--- config.mk ---
export PLATFORM = sky130hd
export DESIGN_NAME = core_top
export DESIGN_NICKNAME = d
export VERILOG_FILES = /design/src/logic/core_pkg.sv /design/src/logic/core_decode.sv /design/src/logic/core_ldst_pop.sv /design/src/logic/core_alu.sv /design/src/logic/core_control.sv /design/src/logic/core_regfile.sv /design/src/logic/core_top.sv
export SDC_FILE = /design/constraint.sdc
export NUM_CORES = 2
export LEC_CHECK = 0
export BUFFER_PORTS_ARGS = -buffer_cell sky130_fd_sc_hd__buf_2
export CORE_ASPECT_RATIO = 0.8
export CORE_MARGIN = 5
export CORE_UTILIZATION = 58
export DETAILED_ROUTE_END_ITERATION = 10
export PLACE_DENSITY = 0.78
export SLEW_MARGIN = 20
export SYNTH_ARGS = -nofsm -noshare
export SYNTH_HDL_FRONTEND = slang
export SYNTH_SLANG_ARGS = --single-unit
--- constraint.sdc ---
create_clock -name clk -period 7.8 [get_ports clk]
set_clock_uncertainty 0.2 [all_clocks]
set_input_delay 0.39 -clock clk [delete_from_list [all_inputs] [get_ports clk]]
set_output_delay 0.39 -clock clk [all_outputs]
set_load 0.02 [all_outputs]
--- src/logic/core_pkg.sv ---
`default_nettype none

package core_pkg;

	typedef logic [31:0] word;
	typedef logic [3:0]  reg_num;
	typedef logic [15:0] reg_list;  // LDM/STM register bitmap
	typedef logic [29:0] ptr;       // Word address
	typedef logic [4:0]  shift_amt;

	// Data-processing operations of the subset
	typedef enum logic [2:0] {
		ALU_ADD,
		ALU_SUB,
		ALU_AND,
		ALU_ORR,
		ALU_EOR,
		ALU_MOV
	} alu_op;

	// Sequencer cycles
	typedef enum logic [2:0] {
		ISSUE,
		EXECUTE,         // ALU result, or base fetch for LDM/STM
		TRANSFER,
		BASE_WRITEBACK,
		EXCEPTION,       // R15 gets the vector
		LINK             // R14 gets the return address
	} ctrl_cycle;

	localparam reg_num R14 = 4'd14;
	localparam reg_num R15 = 4'd15;

	localparam word UNDEF_VECTOR = 32'h0000_0004;

endpackage

`default_nettype wire

--- src/logic/core_decode.sv ---
`timescale 1ns/100ps
`default_nettype none

module core_decode (
	input  logic               clk,
	input  logic               rst_n,
	input  core_pkg::word      insn,
	input  logic               insn_valid,
	input  logic               stall,
	output logic               dec_valid,
	output core_pkg::alu_op    dec_op,
	output core_pkg::reg_num   dec_rd,
	output core_pkg::reg_num   dec_rn,
	output core_pkg::reg_num   dec_rm,
	output logic [7:0]         dec_imm,
	output logic               dec_is_imm,
	output core_pkg::shift_amt dec_shift,
	output logic               dec_ldst,
	output logic               dec_load,
	output logic               dec_wb_base,
	output core_pkg::reg_list  dec_regs,
	output logic               dec_undefined
);
	import core_pkg::*;

	logic  accept, op_ok, is_dp, is_ldm;
	alu_op dp_op;

	assign accept = insn_valid && !stall;

	always_comb begin
		op_ok = 1'b1;
		dp_op = ALU_ADD;
		case (insn[24:21])
			4'b0000: dp_op = ALU_AND;
			4'b0001: dp_op = ALU_EOR;
			4'b0010: dp_op = ALU_SUB;
			4'b0100: dp_op = ALU_ADD;
			4'b1100: dp_op = ALU_ORR;
			4'b1101: dp_op = ALU_MOV;
			default: op_ok = 1'b0;
		endcase
	end

	// Register operand only with an immediate LSL
	assign is_dp = insn[27:26] == 2'b00 && op_ok && (insn[25] || insn[6:4] == 3'b000);

	// Increment-after only, no user bank
	assign is_ldm = insn[27:25] == 3'b100 && insn[24:22] == 3'b010;

	always_ff @(posedge clk or negedge rst_n) begin
		if (!rst_n)
			dec_valid <= 1'b0;
		else
			dec_valid <= accept;
	end

	always_ff @(posedge clk) begin
		if (accept) begin
			dec_op        <= dp_op;
			dec_rd        <= insn[15:12];
			dec_rn        <= insn[19:16];
			dec_rm        <= insn[3:0];
			dec_imm       <= insn[7:0];  // Rotation ignored
			dec_is_imm    <= insn[25];
			dec_shift     <= insn[11:7];
			dec_ldst      <= is_ldm;
			dec_load      <= insn[20];
			dec_wb_base   <= insn[21];
			dec_regs      <= insn[15:0];
			dec_undefined <= !is_dp && !is_ldm;
		end
	end

	// A fresh decode finds the sequencer free
	a_no_accept_in_stall: assert property (@(posedge clk) disable iff (!rst_n)
		$rose(dec_valid) |-> !stall);

endmodule

`default_nettype wire

--- src/logic/core_ldst_pop.sv ---
`timescale 1ns/100ps
`default_nettype none

module core_ldst_pop (
	input  core_pkg::reg_list regs,
	output logic              valid,
	output core_pkg::reg_num  pop,
	output core_pkg::reg_list next
);
	import core_pkg::*;

	// Lowest set bit wins, so transfers go in ascending order
	always_comb begin
		valid = 1'b0;
		pop = '0;
		for (int i = 15; i >= 0; i--) begin
			if (regs[i]) begin
				valid = 1'b1;
				pop = reg_num'(i);
			end
		end
	end

	assign next = regs & (regs - 16'd1);  // Clears the popped bit

endmodule

`default_nettype wire

--- src/logic/core_alu.sv ---
`timescale 1ns/100ps
`default_nettype none

module core_alu (
	input  core_pkg::alu_op    op,
	input  core_pkg::word      a,
	input  core_pkg::word      b,
	input  core_pkg::shift_amt shift,
	output core_pkg::word      q
);
	import core_pkg::*;

	word shifted;

	// LSL only
	assign shifted = b << shift;

	always_comb begin
		case (op)
			ALU_ADD: q = a + shifted;
			ALU_SUB: q = a - shifted;
			ALU_AND: q = a & shifted;
			ALU_ORR: q = a | shifted;
			ALU_EOR: q = a ^ shifted;
			default: q = shifted;  // MOV
		endcase
	end

endmodule

`default_nettype wire

--- src/logic/core_control.sv ---
`timescale 1ns/100ps
`default_nettype none

module core_control (
	input  logic               clk,
	input  logic               rst_n,
	input  logic               dec_valid,
	input  core_pkg::alu_op    dec_op,
	input  core_pkg::reg_num   dec_rd,
	input  core_pkg::reg_num   dec_rn,
	input  core_pkg::reg_num   dec_rm,
	input  logic [7:0]         dec_imm,
	input  logic               dec_is_imm,
	input  core_pkg::shift_amt dec_shift,
	input  logic               dec_ldst,
	input  logic               dec_load,
	input  logic               dec_wb_base,
	input  core_pkg::reg_list  dec_regs,
	input  logic               dec_undefined,
	output core_pkg::reg_num   ra,
	output core_pkg::reg_num   rb,
	output core_pkg::reg_num   rc,
	input  core_pkg::word      rd_value_a,
	input  core_pkg::word      rd_value_b,
	input  core_pkg::word      rd_value_c,
	output core_pkg::alu_op    alu_op_o,
	output core_pkg::word      alu_a,
	output core_pkg::word      alu_b,
	output core_pkg::shift_amt alu_shift,
	input  core_pkg::word      q_alu,
	output core_pkg::reg_list  pop_regs,
	input  logic               pop_valid,
	input  core_pkg::reg_num   pop_reg,
	input  core_pkg::reg_list  pop_next,
	output logic               stall,
	output logic               writeback,
	output core_pkg::reg_num   wr_rd,
	output core_pkg::word      wr_value,
	output logic               mem_start,
	output logic               mem_write,
	output core_pkg::ptr       mem_addr,
	output core_pkg::word      mem_data_wr,
	input  logic               mem_ready,
	input  core_pkg::word      mem_data_rd
);
	import core_pkg::*;

	ctrl_cycle cycle, next_cycle;

	logic       take, pending, busy;
	logic       is_imm_q, ldst_q, load_q, wb_base_q;
	logic [7:0] imm_q;
	logic [4:0] count;
	alu_op      op_q;
	reg_num     rd_q;
	shift_amt   shift_q;
	reg_list    list_q;
	ptr         addr_q;
	word        saved_base, pc, insn_pc;

	assign alu_op_o  = op_q;
	assign alu_a     = rd_value_a;
	assign alu_b     = is_imm_q ? {24'd0, imm_q} : rd_value_b;
	assign alu_shift = is_imm_q ? 5'd0 : shift_q;
	assign pop_regs  = list_q;
	assign rc        = pop_reg;  // Store data comes straight from the pop

	always_comb begin
		next_cycle = cycle;
		case (cycle)
			EXECUTE:   next_cycle = ldst_q ? TRANSFER : ISSUE;
			TRANSFER:
				if (!busy && !pop_valid)
					next_cycle = wb_base_q ? BASE_WRITEBACK : ISSUE;
			EXCEPTION: next_cycle = LINK;
			default:   next_cycle = ISSUE;
		endcase

		// A decoded insn that arrived mid-sequence waits in pending
		take = next_cycle == ISSUE && (dec_valid || pending);
		if (take)
			next_cycle = dec_undefined ? EXCEPTION : EXECUTE;
	end

	always_ff @(posedge clk or negedge rst_n) begin
		if (!rst_n) begin
			cycle     <= ISSUE;
			stall     <= 1'b0;
			pending   <= 1'b0;
			busy      <= 1'b0;
			writeback <= 1'b0;
			mem_start <= 1'b0;
			mem_write <= 1'b0;
			pc        <= '0;
		end else begin
			cycle     <= next_cycle;
			stall     <= next_cycle != ISSUE;
			pending   <= (pending || dec_valid) && !take;
			writeback <= 1'b0;
			mem_start <= 1'b0;
			if (take)
				pc <= pc + 32'd4;

			case (cycle)
				EXECUTE: writeback <= !ldst_q;
				TRANSFER: begin
					if (!busy && pop_valid) begin
						mem_start <= 1'b1;
						mem_write <= !load_q;
						busy      <= 1'b1;
					end else if (busy && mem_ready) begin
						mem_write <= 1'b0;
						busy      <= 1'b0;
						writeback <= load_q;  // Load lands one cycle after ready
					end
				end
				BASE_WRITEBACK: writeback <= 1'b1;
				EXCEPTION: begin
					writeback <= 1'b1;
					pc        <= UNDEF_VECTOR;
				end
				LINK: writeback <= 1'b1;
				default: ;
			endcase
		end
	end

	always_ff @(posedge clk) begin
		case (cycle)
			EXECUTE: begin
				wr_rd      <= rd_q;
				wr_value   <= q_alu;
				saved_base <= q_alu;  // Base + 0 for LDM/STM
				addr_q     <= q_alu[31:2];
				count      <= '0;
			end
			TRANSFER: begin
				if (!busy && pop_valid) begin
					mem_addr    <= addr_q;
					mem_data_wr <= rd_value_c;
					wr_rd       <= pop_reg;
					list_q      <= pop_next;
				end else if (busy && mem_ready) begin
					wr_value <= mem_data_rd;
					addr_q   <= addr_q + 30'd1;
					count    <= count + 5'd1;
				end
			end
			BASE_WRITEBACK: begin
				wr_rd    <= ra;
				wr_value <= saved_base + {25'd0, count, 2'b00};
			end
			EXCEPTION: begin
				wr_rd    <= R15;
				wr_value <= UNDEF_VECTOR;
			end
			LINK: begin
				wr_rd    <= R14;
				wr_value <= insn_pc + 32'd4;
			end
			default: ;
		endcase

		if (take) begin
			op_q      <= dec_ldst ? ALU_ADD : dec_op;
			imm_q     <= dec_ldst ? 8'd0 : dec_imm;
			is_imm_q  <= dec_is_imm || dec_ldst;
			shift_q   <= dec_shift;
			rd_q      <= dec_rd;
			ra        <= dec_rn;
			rb        <= dec_rm;
			ldst_q    <= dec_ldst;
			load_q    <= dec_load;
			wb_base_q <= dec_wb_base;
			list_q    <= dec_regs;
			insn_pc   <= pc;
		end
	end

	// No register write while an access is still waiting for memory
	a_no_write_in_access: assert property (@(posedge clk) disable iff (!rst_n)
		mem_start |-> !writeback throughout (mem_ready [->1]));

	a_idle_when_free: assert property (@(posedge clk) disable iff (!rst_n)
		!stall |-> cycle == ISSUE && !busy && !pending);

endmodule

`default_nettype wire

--- src/logic/core_regfile.sv ---
`timescale 1ns/100ps
`default_nettype none

module core_regfile (
	input  logic             clk,
	input  logic             rst_n,
	input  core_pkg::reg_num ra,
	input  core_pkg::reg_num rb,
	input  core_pkg::reg_num rc,
	output core_pkg::word    rd_value_a,
	output core_pkg::word    rd_value_b,
	output core_pkg::word    rd_value_c,
	input  logic             writeback,
	input  core_pkg::reg_num wr_rd,
	input  core_pkg::word    wr_value
);
	import core_pkg::*;

	word regs [16];

	always_ff @(posedge clk or negedge rst_n) begin
		if (!rst_n)
			regs <= '{default: '0};
		else if (writeback)
			regs[wr_rd] <= wr_value;
	end

	// Forward the write in flight
	assign rd_value_a = (writeback && wr_rd == ra) ? wr_value : regs[ra];
	assign rd_value_b = (writeback && wr_rd == rb) ? wr_value : regs[rb];
	assign rd_value_c = (writeback && wr_rd == rc) ? wr_value : regs[rc];

	a_wr_rd_known: assert property (@(posedge clk) disable iff (!rst_n)
		writeback |-> !$isunknown(wr_rd));

endmodule

`default_nettype wire

--- src/logic/core_top.sv ---
`timescale 1ns/100ps
`default_nettype none

module core_top (
	input  logic             clk,
	input  logic             rst_n,
	input  core_pkg::word    insn,
	input  logic             insn_valid,
	output logic             stall,
	input  logic             mem_ready,
	input  core_pkg::word    mem_data_rd,
	output logic             mem_start,
	output logic             mem_write,
	output core_pkg::ptr     mem_addr,
	output core_pkg::word    mem_data_wr,
	output logic             writeback,
	output core_pkg::reg_num wr_rd,
	output core_pkg::word    wr_value
);
	import core_pkg::*;

	logic       dec_valid, dec_is_imm, dec_ldst, dec_load, dec_wb_base, dec_undefined;
	logic [7:0] dec_imm;
	alu_op      dec_op, alu_fn;
	reg_num     dec_rd, dec_rn, dec_rm, ra, rb, rc, pop_reg;
	shift_amt   dec_shift, alu_shift;
	reg_list    dec_regs, pop_regs, pop_next;
	word        rd_value_a, rd_value_b, rd_value_c, alu_a, alu_b, q_alu;
	logic       pop_valid;

	core_decode decode (.*);

	core_control control (
		.alu_op_o(alu_fn),
		.*
	);

	core_ldst_pop ldst_pop (
		.regs(pop_regs),
		.valid(pop_valid),
		.pop(pop_reg),
		.next(pop_next)
	);

	core_alu alu (
		.op(alu_fn),
		.a(alu_a),
		.b(alu_b),
		.shift(alu_shift),
		.q(q_alu)
	);

	core_regfile regfile (.*);

endmodule

`default_nettype wire

After elaboration in Yosys (flattened, before gate mapping) --
Cells that the tools add are included.
Word-level totals: word-level logic and storage cells 227, register bits 848, output and inout bits 102
Operators by class: eq/ne operators 22, mux-type cells 82, $add $sub $neg 8, order comparisons 5, reductions and logical operators 45, bitwise gates (word level) 8, shift-type cells 1
Operators with widths (number):
- $bwmux W512 | 1
- $mux W32 | 15
- $bmux W32 S4 | 3
- $pmux W32 S5 | 2
- $demux W32 S4 | 1
- $mux W4 | 17
- $add A32 B3 Y32 const B | 2
- $mux W30 | 2
- $pmux W30 S2 | 1
- $mux W16 | 3
- $add A32 B32 Y32 | 1
- $add A32 B7 Y32 | 1
- $and A32 B32 Y32 | 1
- $or A32 B32 Y32 | 1
- $shl A32 B5 Y32 | 1
- $sub A32 B32 Y32 | 1
- $xor A32 B32 Y32 | 1
- $add A30 B1 Y30 const B | 1
- $mux W1 | 24
- $ge A5 B5 Y1 const B | 4
- $not A4 Y5 | 4
- $pmux W4 S5 | 1
- $and A16 B16 Y16 | 1
- $sub A16 B1 Y16 const B | 1
- 32 further kinds | 81

Logic depth before layout (Yosys ltp) --
depth in word-level cells 24, depth in mapped cells 34, gate-level depth less buffers 28

By module --
Synthesis repeated with hierarchy kept, for this count alone.
Second synthesis, totals: cell total of the unflattened synthesis 4221, area total of the unflattened synthesis 53148.5 sq um
Modules (own cells, without submodules):
- core_regfile | sequential area each 12812.3 sq um, area each 31606.6 sq um, cells an instance 2099, instances 1
- core_control | sequential area each 8272.9 sq um, area each 13384.1 sq um, cells an instance 1108, instances 1
- core_alu | sequential area each 0.0 sq um, area each 6665.1 sq um, cells an instance 893, instances 1
- core_decode | sequential area each 865.8 sq um, area each 1147.4 sq um, cells an instance 69, instances 1
- core_ldst_pop | sequential area each 0.0 sq um, area each 345.3 sq um, cells an instance 52, instances 1

Worst setup path before layout --
Ideal clock, no wire load.
kind register to register, from register control.rb[3], to register control.wr_value[29], data pin, path buffers 4, path slack 453 ps, clock period less this slack 7347 ps, arrival time 6887 ps, cell stages (with the launch flop) 29, required time 7340 ps, cells stage by stage edfxtp_1 > buf_2 > buf_1 > clkbuf_1 > mux4_2 > a22oi_1 > a31oi_1 > o41ai_1 > o22ai_1 > and2_1 > buf_2 > or4b_1 > nand4b_2 > o21ai_0 > xnor2_1 > ha_1 > a21o_1 > a21oi_1 > nand2_1 > a2bb2oi_1 > o211ai_1 > a21oi_1 > or4_1 > and3_1 > a2111oi_0 > xnor2_1 > a21oi_1 > o22ai_1 > mux2_2
Between the ends: word-level cells in the longest chain between the ends 10, elaborated cells on any way between the ends 16
RTL lines:
- start: declaration | line core_control.sv:21 | output core_pkg::reg_num rb,
- start signal: assignment | line core_control.sv:171 | rb <= dec_rm;
- $not A4 Y5 (not written as such) | line core_regfile.sv:30 | assign rd_value_b = (writeback && wr_rd == rb) ? wr_value : regs[rb];
- $bmux W32 S4 | line core_regfile.sv:30
- $mux W32 (not written as such) (2 in a row) | line core_regfile.sv:30
- $mux W32 (*) | line core_regfile.sv:30
- $mux W32 (*) | line core_control.sv:63 | assign alu_b = is_imm_q ? {24'd0, imm_q} : rd_value_b;
- $shl A32 B5 Y32 (*) | line core_alu.sv:16 | assign shifted = b << shift;
- $sub A32 B32 Y32 (tied with other cells) | line core_alu.sv:21 | ALU_SUB: q = a - shifted;
- $pmux W32 S5 (*) | line core_alu.sv:19 | case (op)
- $pmux W32 S5 (*) | line core_control.sv:129 | case (cycle)
- end signal: assignment | line core_control.sv:132 | wr_value <= q_alu;
- end signal: assignment | line core_control.sv:144 | wr_value <= mem_data_rd;
- end signal: assignment | line core_control.sv:151 | wr_value <= saved_base + {25'd0, count, 2'b00};
- end: declaration | line core_control.sv:38 | output core_pkg::word wr_value,
Mark *: on every way between the ends. The rest lies on a longest branch, timed or not. The select of a mux whose other input is x is not followed. A chain may end at the register's enable or synchronous reset.

Final worst setup path --
from register control.rb[0], to register control.wr_value[29], data pin
The elaborated chain is that of the path after synthesis.

==> results.cfg <==
[global_route]
global_route.usage.total_pct = 37.5
grt_pass1_vias = 42000
maximum_number_of_pins_on_one_net_before_global_route_repair = 187
global_route_wire_length_before_repair_um = 275000
grt_antenna_before_repair = 3
grt_residual_overflow = 0

[finish]
drive_above_1_share_pct = 33.1
final_common_cell = dfrtp_1
area_delta_synth_final_pct = 14.2
finalInstanceArea_um2 = 60200
num-fill-cells = 6507
final_nets = 4971
mostFrequentLayoutCells = 551 x dfrtp_1, 530 x mux2_2, 430 x nand2_1, 323 x buf_4, 322 x mux4_2
postLayoutCoreUtil_pct = 67.0
layout.area.seq_um2 = 22000
multi_input_comb_area_um2 = 29100

[worst_setup_path]
critical_path_required_ns = 8.03
crit_family = compound AO/OA/AOI/OAI gates
endpoint_kind = flip-flop
crit_buf_inv = 5
timing.critical_path.depth = 30
largest_fanout_of_any_net_on_the_critical_path = 9
critPathArrivalTime_ns = 7.90
rr_worst_depth = 30
max_stage_delay_on_crit_path_ns = 0.56
critPathLaunchType = flip-flop
cp_slowest_cell = a211oi_1
timing.setup.critical_path_class = flip-flop to flip-flop

[sta]
tightest_slew_ns = 1.23
report.final.hold_viol_count = 0
max_freq_mhz = 130
period_share_pct = 98.4
final_critical_path_setup_slack_ns = 0.126
timing.final.max_slew_violations = 0
setup_viol_count_final = 0
timing.slew.headroom_pct = 18.3
layout_min_cycle_time_ns = 7.67
setup_repair_after_global_routing_missed_its_margin = yes

[status]
violations = DRC
outcome = complete, but fails checks

[cts]
clkTransAtPathRegs_ns = 0.08
cts_num_sinks = 823
cts_inserted_buffers = 85
clkLatencyLatePin_ns = 0.67
clockRootBuffer = clkbuf_16
cts_max_level = 3
clock_tree_from_tritoncts = built
clock_tree.buffer_depth = 3

[place]
dp_worst_setup_slack_ns = -0.221
dpl-instance-area_um2 = 56300
gp_congestion = 1.09
numPortBuffers = 165
dp.final_hpwl_um = 124000

[floorplanning]
die_w_um = 347
core_region_area_um2 = 89800
fp-row-count = 98
die-area_um2 = 97000
io_pins = 170
dieHeight_um = 280
starting_density_pct = 58.7

[synthesis]
yosysTopAreaCellShare_pct = 26.2
synthesis.area_per_instance_um2 = 11.6
cell_type_with_the_largest_total_area_after_synthesis = dfrtp_1
synth-async-reset-ratio_pct = 67.1
netlist_top_cells_area = dfrtp_1 26%, edfxtp_1 15%, mux4_2 14%, mux2_2 11%, mux2i_1 4.0%
syn_inst = 4551
number_of_storage_elements_in_the_synthesis_netlist = 823
synth_enable_flop_cells = 271
syn-num-nets = 4727
synthesis.area_um2 = 52700
dominantRegCellSynth = dfrtp_1
synthesis.yosys.warnings = 0
synth-seq-area-share_pct = 41.7
synth_cell_types = 88

[detailed_routing]
routed_via_density = 7.13
wire_per_inst_um = 30.6
first_pass_iters = 11
drc_errors_left = 2
wirelength_um = 186000
drt-initial-drc-count = 6758
antenna_left = 0
routed-via-count = 43300

[job]
drv.max_cap_violation_count = 0

[worst_hold_path]
min-delay-path-class = input pin to flip-flop
worstHoldPathCells = 3
## layout make-up
cell class	instances	area share, %
antenna	1	0.00416
clock buffer	108	3.81
clock inverter	51	1.13
inverter	117	0.734
multi-input combinational	3211	48.3
sequential	823	36.5
tap	1200	2.50
timing repair buffer	557	7.06
## metrics by stage
step	instances	TNS [ns]	hold WS, ns
after floorplan	4551	0	-0.106
after global placement	5851	-0.0899	0.204
after detailed placement	5851	-0.539	0.205
after CTS	6055	0	0.00625
after global routing	6067	-0.0637	0.0329
final	6068	0	0.0218
## worst paths after layout
kind | from | end | slack, ns
max | control.rb[0]$_DFFE_PP_ | control.wr_value[29]$_DFFE_PP_ | 0.13
min in group asynchronous | rst_n | regfile.regs[509]$_DFFE_PN0P_ | 0.12
max in group asynchronous | rst_n | regfile.regs[145]$_DFFE_PN0P_ | 5.79
min reg2reg | decode.dec_wb_base$_DFFE_PP_ | control.wb_base_q$_DFFE_PP_ | 0.22
max reg2reg | control.rb[0]$_DFFE_PP_ | control.wr_value[29]$_DFFE_PP_ | 0.13
min | mem_data_rd[11] | control.wr_value[11]$_DFFE_PP_ | 0.02
## synth_stat cells, types with 10 or more instances
| cell | instances |
|---|---|
| a21o_1 | 14 |
| dfrtp_1 | 552 |
| and4_1 | 11 |
| a31oi_1 | 25 |
| nand2b_1 | 33 |
| o311ai_0 | 32 |
| nor4_1 | 10 |
| xnor2_1 | 104 |
| ha_1 | 106 |
| edfxtp_1 | 271 |
| or2_2 | 12 |
| clkbuf_1 | 294 |
| o31ai_1 | 17 |
| a21oi_1 | 128 |
| inv_1 | 116 |
| a22oi_1 | 32 |
| a22o_1 | 11 |
| nor3_1 | 36 |
| buf_2 | 17 |
| buf_1 | 74 |
| o21a_1 | 33 |
| xor2_1 | 73 |
| or3_1 | 16 |
| mux2_2 | 530 |
| a222oi_1 | 12 |
| nor2_1 | 216 |
| nand2_1 | 434 |
| nor2b_1 | 31 |
| a311oi_1 | 81 |
| nand3_1 | 86 |
| mux2i_1 | 208 |
| o21ai_0 | 172 |
| and2_1 | 78 |
| nand4_1 | 26 |
| and3_1 | 32 |
| a211oi_1 | 87 |
| o221ai_1 | 11 |
| o22ai_1 | 71 |
| mux4_2 | 322 |
## registers in the layout (all words and copies together), names as in the netlist, 8 cells and up
| register | count |
|---|---|
| regfile.regs | 512 |
| control.mem_data_wr | 32 |
| control.saved_base | 32 |
| control.wr_value | 32 |
| control.addr_q | 30 |
| control.insn_pc | 30 |
| control.mem_addr | 30 |
| control.pc | 30 |
| control.pop_regs | 16 |
| decode.dec_regs | 15 |
| control.imm_q | 8 |
## metal layers
layer	track usage, %	up-vias	wire (um)
met2	51.1	3383	75500
li1	-	17700	-
met4	18.4	0	11300
met3	13.5	633	28200
met1	53.2	21600	70800
met5	0	-	0
## cells by family after synthesis
group / Yosys count / share of synthesized area, %
compound gates: 817 / 10.6
xor+xnor: 177 / 2.94
fa+ha+maj: 108 / 2.59
buf+inv: 517 / 3.93
flops: 823 / 41.7
mux: 1060 / 29.0
simple gates: 1049 / 9.26
## tightest hold or removal path, delay by kind of cell
| kind | cells | cell delay [ns] |
|---|---|---|
| AO/OA/AOI/OAI | 2 | 0.29 |
| buffers and inverters | 1 | 0.08 |
## repair_timing
action                                  4_1_cts  5_1_grt
hold endpoints to repair                    118        0
hold buffers                                 42        0
pin swaps                                     0       12
endpoints found under the setup margin        6       18
resized for setup                            12       45
gates cloned                                  2        2
setup buffers                                 1        8
Power is not shown: default switching activity piles up to over one toggle a cycle in this logic, so the estimate is an artifact.
